===== src/harmonics_macros.svh =====
`ifndef HARMONICS_MACROS_SVH
`define HARMONICS_MACROS_SVH

// ~~~~~~~~~~~~~~~~~~~~~~~~~~~~~~~~~~~~~~~~
// estimator dimensions

// at least 4, so that no read meets a pending write
`define HARMONICS_NUM 26
`define SERIES_NUM 3

// ~~~~~~~~~~~~~~~~~~~~~~~~~~~~~~~~~~~~~~~~
// number format and memory layout

`define SAMPLE_W 18
`define FRAC_BITS 16
`define STATE_AW 9
`define COEF_AW 9
// inputs sit right after the rotation and gain pairs
`define COEF_INPUT_BASE (2 * `HARMONICS_NUM)

// pipeline depths
`define READ_LATENCY 1
`define MAC_DEPTH 2
`define DRAIN_STEPS (`READ_LATENCY + `MAC_DEPTH)

`endif


===== src/harmonics_pkg.sv =====
`include "harmonics_macros.svh"

package harmonics_pkg;

	// state address fields, harmonic in the low bits
	localparam int harmW = $clog2(`HARMONICS_NUM);
	localparam int serW = `STATE_AW - harmW;

	// signed fixed point, FRAC_BITS of fraction
	typedef logic signed [`SAMPLE_W-1:0] sample_t;

	// state {x1, x2}, rotation {cos, sin}, gain {k1, k2} or input {sample, unused}
	typedef struct packed {
		sample_t a;
		sample_t b;
	} pair_t;

	// running sum of the first state components
	typedef logic signed [23:0] acc_t;

	typedef logic [`STATE_AW-1:0] stateAddr_t;
	typedef logic [`COEF_AW-1:0] coefAddr_t;

	typedef enum logic [1:0] {
		opIdle,
		opRotate,
		opError,
		opCorrect
	} macOp_e;

	// one issued step, the write address travels with it
	typedef struct packed {
		macOp_e op;
		stateAddr_t wrAddr;
	} microOp_t;

	// {series, harmonic} location of one state pair
	function automatic stateAddr_t stateAddrOf(input int series, input int harmonic);
		stateAddr_t addr;
		addr = stateAddr_t'(series * (2 ** harmW) + harmonic);
		return addr;
	endfunction

endpackage


===== src/harmonicSequencer.sv =====
`timescale 1ns/1ps
`include "harmonics_macros.svh"

module harmonicSequencer (
	input  logic clk_i,
	input  logic harmonics_rst,
	input  logic start_i,
	output logic busy_o,
	output harmonics_pkg::stateAddr_t stateRdAddr_o,
	output harmonics_pkg::coefAddr_t coefRdAddr_o,
	output harmonics_pkg::microOp_t op_o
);
	import harmonics_pkg::*;

	// ~~~~~~~~~~~~~~~~~~~~~~~~~~~~~~~~~~~~~~~~
	// step map of one series
	//   stepRotate            one rotate per harmonic
	//   1 .. DRAIN            idle
	//   stepError             error op
	//   next DRAIN steps      idle
	//   stepCorrect           one correct per harmonic
	//   stepTail .. stepLast  idle after the last series only

	localparam int stepRotate = 0;
	localparam int stepError = `DRAIN_STEPS + 1;
	localparam int stepCorrect = 2 * `DRAIN_STEPS + 2;
	localparam int stepTail = stepCorrect + 1;
	localparam int stepLast = stepTail + `DRAIN_STEPS - 1;
	localparam int stepW = $clog2(stepLast + 1);

	logic [stepW-1:0] step;
	logic [harmW-1:0] harm;
	logic [serW-1:0] series;
	logic harmEnd;
	logic seriesEnd;
	logic [1:0] coefOffset;
	coefAddr_t coefBase;

	assign harmEnd = harm == harmW'(`HARMONICS_NUM - 1);
	assign seriesEnd = series == serW'(`SERIES_NUM - 1);

	// ~~~~~~~~~~~~~~~~~~~~~~~~~~~~~~~~~~~~~~~~
	// counters

	always_ff @(posedge clk_i) begin
		if (harmonics_rst) begin
			busy_o <= 1'b0;
			step <= '0;
			harm <= '0;
			series <= '0;
		end else if (!busy_o) begin
			// start while busy never reaches here
			if (start_i) begin
				busy_o <= 1'b1;
				step <= '0;
				harm <= '0;
				series <= '0;
			end
		end else if (step == stepW'(stepRotate)) begin
			if (harmEnd) begin
				harm <= '0;
				step <= step + 1'b1;
			end else begin
				harm <= harm + 1'b1;
			end
		end else if (step == stepW'(stepCorrect)) begin
			if (!harmEnd) begin
				harm <= harm + 1'b1;
			end else if (seriesEnd) begin
				harm <= '0;
				step <= step + 1'b1;
			end else begin
				// back to the top of the loop for the next series
				harm <= '0;
				series <= series + 1'b1;
				step <= stepW'(stepRotate);
			end
		end else if (step == stepW'(stepLast)) begin
			busy_o <= 1'b0;
			step <= '0;
		end else begin
			step <= step + 1'b1;
		end
	end

	// ~~~~~~~~~~~~~~~~~~~~~~~~~~~~~~~~~~~~~~~~
	// addresses and issued op

	// rotation pair at 2k, gain pair at 2k+1
	assign coefBase = coefAddr_t'(2 * int'(harm));

	always_comb begin
		coefOffset = 2'd0;
		op_o.op = opIdle;
		op_o.wrAddr = stateAddrOf(int'(series), int'(harm));
		stateRdAddr_o = stateAddrOf(int'(series), int'(harm));
		if (busy_o) begin
			if (step == stepW'(stepRotate)) begin
				op_o.op = opRotate;
			end else if (step == stepW'(stepError)) begin
				op_o.op = opError;
			end else if (step == stepW'(stepCorrect)) begin
				op_o.op = opCorrect;
				coefOffset = 2'd1;
			end
		end
		if (op_o.op == opError) begin
			coefRdAddr_o = coefAddr_t'(`COEF_INPUT_BASE + int'(series));
		end else begin
			coefRdAddr_o = coefBase + coefAddr_t'(coefOffset);
		end
	end

endmodule


===== config.mk =====
export PLATFORM = sky130hd
export DESIGN_NAME = harmonicSequencer
export DESIGN_NICKNAME = d
export VERILOG_FILES = /design/src/harmonics_pkg.sv /design/src/harmonicSequencer.sv
export VERILOG_INCLUDE_DIRS = /design/src
export SDC_FILE = /design/constraint.sdc
export NUM_CORES = 1
export LEC_CHECK = 0
export ABC_AREA = 1
export BUFFER_PORTS_ARGS = -buffer_cell sky130_fd_sc_hd__buf_2
export CAP_MARGIN = 20
export CORE_MARGIN = 1.5
export CORE_UTILIZATION = 38
export DETAILED_ROUTE_END_ITERATION = 16
export HOLD_SLACK_MARGIN = 0.15
export SYNTH_ARGS = -nofsm -noshare
export SYNTH_HDL_FRONTEND = slang
export SYNTH_SLANG_ARGS = --single-unit

===== constraint.sdc =====
create_clock -name clk_i -period 1.56 [get_ports clk_i]
set_input_delay 0.312 -clock clk_i [delete_from_list [all_inputs] [get_ports clk_i]]
set_output_delay 0.312 -clock clk_i [all_outputs]
set_load 0.1 [all_outputs]

# Word level (Yosys, flattened, before mapping)
# Cells that the tools add are included.
[word_totals] register_bits=14 inputBits=3 output_inout_bits=30 elab_cells=60
[classes] addsub=6 eq_ne=13 mux=32 reduce_logical=5
[ops] operator="2-to-1 mux 4 bit" count=13
[ops] operator="2-to-1 mux 5 bit" count=5
[ops] operator="adder 9 x 5 -> 9 bit" count=1
[ops] operator="2-to-1 mux 1 bit" count=9
[ops] operator="adder 4 x 1 -> 4 bit (second input constant)" count=2
[ops] operator="== test 4 bit (second input constant)" count=2
[ops] operator="2-to-1 mux 2 bit" count=4
[ops] operator="adder 6 x 2 -> 7 bit" count=1
[ops] operator="adder 6 x 4 -> 7 bit (first input constant)" count=1
[ops] operator="2-to-1 mux 7 bit" count=1
[ops] operator="!= test 3 bit (second input constant)" count=2
[ops] operator="adder 5 x 1 -> 5 bit (second input constant)" count=1
[ops] operator="== test 5 bit (second input constant)" count=1
[ops] operator="AND reduction 5 bit" count=1
[ops] operator="== test 4 x 2 -> 1 bit (second input constant)" count=1
[ops] operator="== test 4 x 3 -> 1 bit (second input constant)" count=1
[ops] operator="logical NOT 4 bit" count=1
[ops] operator="!= test 2 x 1 -> 1 bit (second input constant)" count=2
[ops] operator="!= test 2 bit (second input constant)" count=2
[ops] operator="!= test 3 x 1 -> 1 bit (second input constant)" count=1
[ops] operator="AND reduction 3 bit" count=1
[ops] operator="== test 2 bit (second input constant)" count=1
[ops] operator="AND reduction 2 bit" count=1
[ops] operator="nonzero test 2 bit" count=1

# Logic depth before layout (Yosys ltp)
# Gate-level depths: netlist of run 1.
[depth] ltp_word=7 ltp_mapped=10 ltp_nobuf=10

# Worst setup path after synthesis of run 1
# Ideal clock, no wire load.
[synth_timing] kind="register -> output" startpoint="reg busy_o" endpoint="out op_o[10] (netlist name)" arrival_time_ps=3410 t_required_ps=1248 path_slack_ps=-2162 path_stages_with_launch=4 path_buffers=1 path_cell_list="dfxtp_1 > buf_6 > inv_1 > o21ai_0"
[synth_lines] element="from (decl)" line_no="harmonicSequencer.sv:8" rtl="output logic busy_o,"
[synth_lines] element="from (signal assigned)" line_no="harmonicSequencer.sv:47" rtl="busy_o <= 1'b0;"
[synth_lines] element="from (signal assigned)" line_no="harmonicSequencer.sv:54" rtl="busy_o <= 1'b1;"
[synth_lines] element="from (signal assigned)" line_no="harmonicSequencer.sv:79" rtl="busy_o <= 1'b0;"
[synth_lines] element="to (decl)" line_no="harmonicSequencer.sv:11" rtl="output harmonics_pkg::microOp_t op_o"

# Final worst setup path of run 1
[layout_timing] startpoint="reg step[1]" endpoint="out coefRdAddr_o[4]"
[layout_between] elab_chain_len=7 word_cells_on_any_way=14 cone_classes="1 x add/sub; 3 x eq/ne; 9 x mux; 1 x reduce/logical"
[layout_lines] element="from (decl)" line_no="harmonicSequencer.sv:31" rtl="logic [stepW-1:0] step;"
[layout_lines] element="from (signal assigned)" line_no="harmonicSequencer.sv:62" rtl="step <= step + 1'b1;"
[layout_lines] element="from (signal assigned)" line_no="harmonicSequencer.sv:71" rtl="step <= step + 1'b1;"
[layout_lines] element="from (signal assigned)" line_no="harmonicSequencer.sv:76" rtl="step <= stepW'(stepRotate);"
[layout_lines] element="== test 4 bit" line_no="harmonicSequencer.sv:102" rtl="end else if (step == stepW'(stepCorrect)) begin"
[layout_lines] element="2-to-1 mux 1 bit or 2-to-1 mux 2 bit (tied branches)" line_no="harmonicSequencer.sv:102"
[layout_lines] element="2-to-1 mux 1 bit or 2-to-1 mux 2 bit (tied branches)" line_no="harmonicSequencer.sv:100" rtl="end else if (step == stepW'(stepError)) begin"
[layout_lines] element="2-to-1 mux 1 bit or 2-to-1 mux 2 bit (tied branches)" line_no="harmonicSequencer.sv:98" rtl="if (step == stepW'(stepRotate)) begin"
[layout_lines] element="2-to-1 mux 1 bit or 2-to-1 mux 2 bit (tied branches)" line_no="harmonicSequencer.sv:97" rtl="if (busy_o) begin"
[layout_lines] element="adder 6 x 2 -> 7 bit or == test 2 bit (tied branches)" line_no="harmonicSequencer.sv:110, harmonicSequencer.sv:107"
[layout_lines] element="2-to-1 mux 7 bit *" line_no="harmonicSequencer.sv:107" rtl="if (op_o.op == opError) begin"
[layout_lines] element="to (decl)" line_no="harmonicSequencer.sv:10" rtl="output harmonics_pkg::coefAddr_t coefRdAddr_o,"
# Every way passes the cells marked *; elsewhere a longest branch is shown, timed or not.

==> metrics.yaml, run 1 <==
outcome:
  status: "finished with violations"
  violations_in_the_final_reports: "negative setup slack"
sta:
  timing.fmax_mhz: 534
  final.min_clock_period_ns: 1.87
  setup_viol_count_final: 9
  report.final.hold_viol_count: 0
  report.final.slew_viol_count: 0
  final_critical_path_share_of_the_clock_period_pct: 120
  worst_hold_slack_ns: 0.251
  rsz0062_at_grt: "yes"
  final_critical_path_setup_slack_ns: -0.311
  finalClockSkew_ns: 0.00242
hold_path:
  hold_start: "harmonics_rst"
  min_path_type: "in -> reg"
cells_and_area:
  layout.nets: 210
  area_delta_synth_final_pct: 57.6
  finalInstanceArea_um2: 1700
  filler_cell_count: 253
  insertedDiodeCount: 0
  proportion_of_layout_cells_with_a_drive_suffix_above_1_pct: 51.5
worst_setup_path:
  setup.worst_path.end: "coefRdAddr_o[4]"
  worstSetupPathType: "reg -> out"
  critPathLaunchType: "flop"
  crit_path_max_fanout: 5
  timing.critical_path.from: "step[1]"
  number_of_cells_traversed_by_the_worst_register_to_register_path: 11
  reg2reg_slack_ns: 0.01
  endpoint_kind: "primary output"
  regToRegEndpoint: "series[2]"
  r2r-start: "step[1]"
  required_ns: 1.25
  crit_arrival_ns: 1.56
detailed_routing:
  route.detailed.wl_per_inst_um: 12.2
  num_vias: 1117
  drc: 0
  routed_wirelength_um: 2800
  number_of_optimization_iterations_in_the_first_detailed_route_pass: 4
  detail-route-antenna-nets: 0
  initialDrtViolationCount: 23
  vias_per_cell: 4.88
power_and_ir_drop:
  sw_frac_of_total_pct: 43.7
  power.static_leakage_uw: 0.000754
  totalPowerFinal_uw: 1050
  cellPowerDensity_nw_per_um2: 618
  clockPowerShare_pct: 21.6
  p_seq_share_pct: 36.0
  ir_worst_vdd_uv: 535
  internal_power_uw: 590
  power_frac_comb_pct: 42.4
  power.net_switching_uw: 458
die:
  io_pins: 33
  dieArea_um2: 3160
  floorplan.initialDensity_pct: 39.7
  design.core.area_um2: 2710
  fp-row-count: 19
  dieHeight_um: 56.2
  die_width_um: 56.2
grt:
  grt_overflow: 0
  first_global_vias: 1128
  antenna_found_initial: 0
  wire_length_of_the_first_global_routing_pass_um: 4930
  grt_max_degree: 9
  grt_use_total_pct: 19.6
placement:
  place_congestion: 0.797
  placedInstanceArea_um2: 1520
  place.port_buffers: 30
  place.detailed.hpwl_um: 2120
yosys:
  yosys_register_bits: 14
  mean_cell_area_of_the_mapped_netlist_um2: 6.77
  synthesis.area_um2: 1080
  yosysWarningCount: 0
  ys_seq_area_share_pct: 26.0
  yosys.area.top_type_share_pct: 26.0
  synthesis.instances: 159
  yosysUniqueCellTypes: 25
  yosys-top-cells-area: "sky130_fd_sc_hd__dfxtp_1 26%, sky130_fd_sc_hd__nand2_1 12%, sky130_fd_sc_hd__ha_1 9.3%"
  synth_largest_area_cell: "sky130_fd_sc_hd__dfxtp_1"
clocking:
  clkTransAtPathRegs_ns: 0.09
  cts_made_buffers: 3
  clock_insertion_delay_worst_skew_ns: 0.29
  tritoncts: "done"
  cts.path.max_buffers: 2
  h-tree-depth: 1
  cts.sink_count: 14
  root_cell_of_the_clock_tree: "sky130_fd_sc_hd__clkbuf_4"
run:
  drv.max_cap_violation_count: 0
-- state kept, by name, indices dropped and copies added, names as in the netlist --
signal,cells
harm,5
series,4
step,4
busy_o,1
-- cell type report --
cell class	count	area [µm²]	share of cell area (%)
multi-input combinational	109	796	46.9
clock inverter	1	3.75	0.221
clock buffer	3	22.5	1.33
timing repair buffer	46	430	25.4
tap	31	38.8	2.29
sequential	14	310	18.3
inverter	25	93.8	5.54
-- metal layers --
layer / vias up / routed length [µm] / track usage (%)
met5: - / 0 / 0
met4: 0 / 43 / 4.08
met3: 4 / 118 / 5.35
met2: 22 / 1490 / 36.1
met1: 518 / 1160 / 22.4
li1: 573 / - / -
-- logic make-up after synthesis --
kind of cell / Yosys count / share of synthesized area, %
AO/OA/AOI/OAI: 21 / 10.2
AND/OR/NAND/NOR: 77 / 35.8
XOR/XNOR: 1 / 0.814
flip-flops: 14 / 26.0
other: 1 / 0.349
buffers and inverters: 37 / 17.4
adder cells (fa/ha/maj): 8 / 9.30
-- critical path, cell delays in order (launching register included) --
cell                      delay (ns)
sky130_fd_sc_hd__dfxtp_2        0.34
sky130_fd_sc_hd__inv_2          0.06
sky130_fd_sc_hd__ha_4           0.14
sky130_fd_sc_hd__nand2_4        0.05
sky130_fd_sc_hd__nor3_4         0.16
sky130_fd_sc_hd__buf_6          0.15
sky130_fd_sc_hd__buf_8          0.14
sky130_fd_sc_hd__o21ai_4        0.06
sky130_fd_sc_hd__buf_12         0.17
-- power by group through the flow --
stage	combinational (µW)	clock, µW	sequential [µW]
after floorplan	259	0	442
after global placement	403	0	384
after detailed placement	407	0	385
after CTS	434	238	378
after global routing	473	245	380
final	445	226	378
-- Yosys cell counts --
cell,count
sky130_fd_sc_hd__nand2_1,33
sky130_fd_sc_hd__inv_1,23
sky130_fd_sc_hd__nor2_1,15
sky130_fd_sc_hd__dfxtp_1,14
sky130_fd_sc_hd__a21oi_1,12
sky130_fd_sc_hd__buf_4,11
sky130_fd_sc_hd__ha_1,8
sky130_fd_sc_hd__nand3_1,8
sky130_fd_sc_hd__o21ai_0,7
sky130_fd_sc_hd__nor3_1,6
sky130_fd_sc_hd__nand2_2,4
sky130_fd_sc_hd__nand4_1,3
sky130_fd_sc_hd__inv_2,2
sky130_fd_sc_hd__nor3_4,2
sky130_fd_sc_hd__buf_6,1
sky130_fd_sc_hd__conb_1,1
sky130_fd_sc_hd__nand2_4,1
sky130_fd_sc_hd__nand3_2,1
sky130_fd_sc_hd__nand3b_1,1
sky130_fd_sc_hd__nor2_2,1
sky130_fd_sc_hd__nor2_4,1
sky130_fd_sc_hd__nor3b_2,1
sky130_fd_sc_hd__o21ai_2,1
sky130_fd_sc_hd__o22ai_1,1
sky130_fd_sc_hd__xnor2_1,1
-- how the worst min path moves through the flow --
stage	endpoint	slack, ns	depth (start not counted)
4_1_cts	step[1]	0.24	2
2_1_floorplan	busy_o	0.37	1
3_5_place_dp	series[0]	0.47	1
6_report	series[3]	0.25	2
5_1_grt	series[3]	0.26	2
3_3_place_gp	series[0]	0.46	1
-- cells in the final DEF (no fill, tap or decap), drive strengths merged --
cell type  Yosys  final
clkbuf         0      3
o22ai          1      1
buf           12     46
dfxtp         14     14
o21ai          8      8
nor2          17     17
nor3           8      8
conb           1      2
a21oi         12     12
nand3b         1      1
nand3          9      9
inv           25     25
nand4          3      3
nor3b          1      1
nand2         38     38
ha             8      8
xnor2          1      1
clkinv         0      1
-- per-stage QoR --
| stage | util, % | std cells | setup TNS, ns | setup WS, ns |
|---|---|---|---|---|
| after floorplan | - | 160 | -5.98 | -0.769 |
| after CTS | 60.7 | 230 | -2.47 | -0.321 |
| after global routing | 62.6 | 229 | -3.29 | -0.414 |
| after detailed placement | 55.9 | 221 | -1.08 | -0.161 |
| after global placement | 55.9 | 221 | -0.840 | -0.132 |
| final | 62.6 | 229 | -2.29 | -0.311 |
-- timing repair --
action                     CTS  global route
pin swaps                    6             7
resized for setup           17            15
setup buffers                5             1
setup endpoints to repair   12            22
hold buffers                 0             0
Note: power is estimated with default switching activity, not from simulation.
==> run 2, diff against run 1 <==
- RECOVER_POWER: not set -> 25
- clock period: 1.56 -> 1.6 ns (I/O delays scaled with it)
==> metrics.yaml, run 2 (same netlist as run 1, synthesis figures left out) <==
outcome:
  status: "finished with violations"
  violations_in_the_final_reports: "negative setup slack"
worst_setup_path:
  required_ns: 1.28
  crit_arrival_ns: 1.65
  crit_path_max_fanout: 4
  timing.critical_path.cells: "inv_2, ha_4, nand2_4, nor3_4, buf_4, nand2_2, o21ai_2, buf_12"
  slowest_stage: "sky130_fd_sc_hd__dfxtp_2"
  reg2reg_slack_ns: 0.12
  critPathLaunchType: "flop"
  worstSetupPathType: "reg -> out"
  endpoint_kind: "primary output"
  crit_path_max_incr_delay_ns: 0.34
power_and_ir_drop:
  cellPowerDensity_nw_per_um2: 661
  ir_worst_vdd_uv: 446
  internal_power_uw: 610
  p_seq_share_pct: 35.1
  power.static_leakage_uw: 0.000725
  totalPowerFinal_uw: 1050
  sw_frac_of_total_pct: 42.1
  clockPowerShare_pct: 26.2
  power_frac_comb_pct: 38.7
  power.net_switching_uw: 444
hold_path:
  min_path_type: "in -> reg"
sta:
  timing.fmax_mhz: 507
  finalClockSkew_ns: 0.00376
  final.min_clock_period_ns: 1.97
  final_critical_path_share_of_the_clock_period_pct: 123
  worst_hold_slack_ns: 0.260
  report.final.hold_viol_count: 0
  final_critical_path_setup_slack_ns: -0.371
  report.final.slew_viol_count: 0
  setup_viol_count_final: 9
  rsz0062_at_grt: "yes"
cells_and_area:
  seqCellArea_um2: 308
  layout.nets: 208
  area_delta_synth_final_pct: 48.1
  proportion_of_layout_cells_with_a_drive_suffix_above_1_pct: 48.0
  filler_cell_count: 260
  finalInstanceArea_um2: 1590
  final_common_cell: "sky130_fd_sc_hd__nand2_1"
  largest_reg_flops: 5
  layout_common_cells: "29 x sky130_fd_sc_hd__nand2_1, 21 x sky130_fd_sc_hd__buf_2, 19 x sky130_fd_sc_hd__inv_1"
  max_flop_register: "harm"
  multi_input_logic_area_um2: 727
  largest_registers: "harm (5), series (4), step (4)"
  insertedDiodeCount: 0
detailed_routing:
  route.detailed.wl_per_inst_um: 11.4
  num_vias: 1108
  number_of_optimization_iterations_in_the_first_detailed_route_pass: 4
  wl_met3_um: 85
  routed-wl-met2_um: 1290
  routed_wirelength_um: 2580
  detail-route-antenna-nets: 0
  route.layer.met1.wl_um: 1190
  vias_per_cell: 4.88
  drc: 0
  top_layer_used: "met4"
  initialDrtViolationCount: 13
grt:
  first_global_vias: 1054
  grt_max_degree: 10
  wire_length_of_the_first_global_routing_pass_um: 4490
  grt_overflow: 0
  grt_use_total_pct: 17.6
  antenna_found_initial: 0
clocking:
  cts.sink_count: 14
  post_cts_hold_buffer_count: 0
  clock_insertion_delay_worst_skew_ns: 0.29
  clkTransAtPathRegs_ns: 0.10
  root_cell_of_the_clock_tree: "sky130_fd_sc_hd__clkbuf_4"
  cts_made_buffers: 3
  h-tree-depth: 1
  cts.path.max_buffers: 2
  tritoncts: "done"
die:
  io_pins: 33
  die_width_um: 56.2
  dieHeight_um: 56.2
  floorplan.initialDensity_pct: 39.7
  dieArea_um2: 3160
  design.core.area_um2: 2710
  fp-row-count: 19
placement:
  place_congestion: 0.807
  place.port_buffers: 30
  place.detailed.hpwl_um: 2030
  placedInstanceArea_um2: 1490
run:
  drv.max_cap_violation_count: 0
run 2: changes by cell type in the layout (fill, tap and decap cells not counted), moves of 2 or more:
cell,change
sky130_fd_sc_hd__nand2_1,+2
sky130_fd_sc_hd__buf_6,-4
sky130_fd_sc_hd__buf_4,+2
sky130_fd_sc_hd__a21oi_1,+3
sky130_fd_sc_hd__nand2_4,-2
sky130_fd_sc_hd__o21ai_4,-3
sky130_fd_sc_hd__a21oi_2,-2
sky130_fd_sc_hd__o21ai_2,+3
run 2: power by group through the flow:
stage                     Combinational (µW)  Clock, µW  Sequential, µW
after CTS                                405        280             369
after global routing                     433        287             371
after floorplan                          252          0             433
after global placement                   386          0             376
final                                    408        276             369
after detailed placement                 388          0             376
run 2: worst paths after layout:
path | start | endpoint | cells past startpoint
worst max-delay path | step[0] | coefRdAddr_o[5] | 8
worst max register to register | step[0] | step[2] | 10
worst min register to register | series[0] | series[0] | 1
worst min-delay path | harmonics_rst | busy_o | 2
run 2: metal layers:
layer,vias up,GRT usage [%]
met3,2,2.56
li1,567,-
met1,518,22.3
met5,-,0
met2,21,29.9
met4,0,7.14
run 2: critical path, delay by kind of cell, from the launching register on:
kind,cells,cell delay [ns]
buffers and inverters,3,0.42
AND/OR/NAND/NOR,3,0.35
flip-flops,1,0.34
adder cells (fa/ha/maj),1,0.15
AO/OA/AOI/OAI,1,0.09
run 2: layout make-up:
cell class	count	area share, %
clock buffer	4	2.28
inverter	25	5.89
tap	31	2.43
timing repair buffer	44	24.5
sequential	14	19.3
multi-input combinational	109	45.6
run 2: what timing repair did:
item / 4_1_cts / 5_1_grt
gates cloned: 0 / 0
setup buffers: 2 / 6
endpoints found under the setup margin: 9 / 18
resized for setup: 8 / 4
pin swaps: 5 / 6
run 2: through the flow:
stage          TNS [ns]  setup WS [ns]  instances  utilization [%]
2_1_floorplan     -5.46         -0.737        160                -
5_1_grt           -3.30         -0.434        227             58.8
3_3_place_gp     -0.575        -0.0986        218             55.0
4_1_cts           -2.58         -0.333        224             57.8
6_report          -2.71         -0.371        227             58.8
3_5_place_dp     -0.702         -0.118        218             55.0
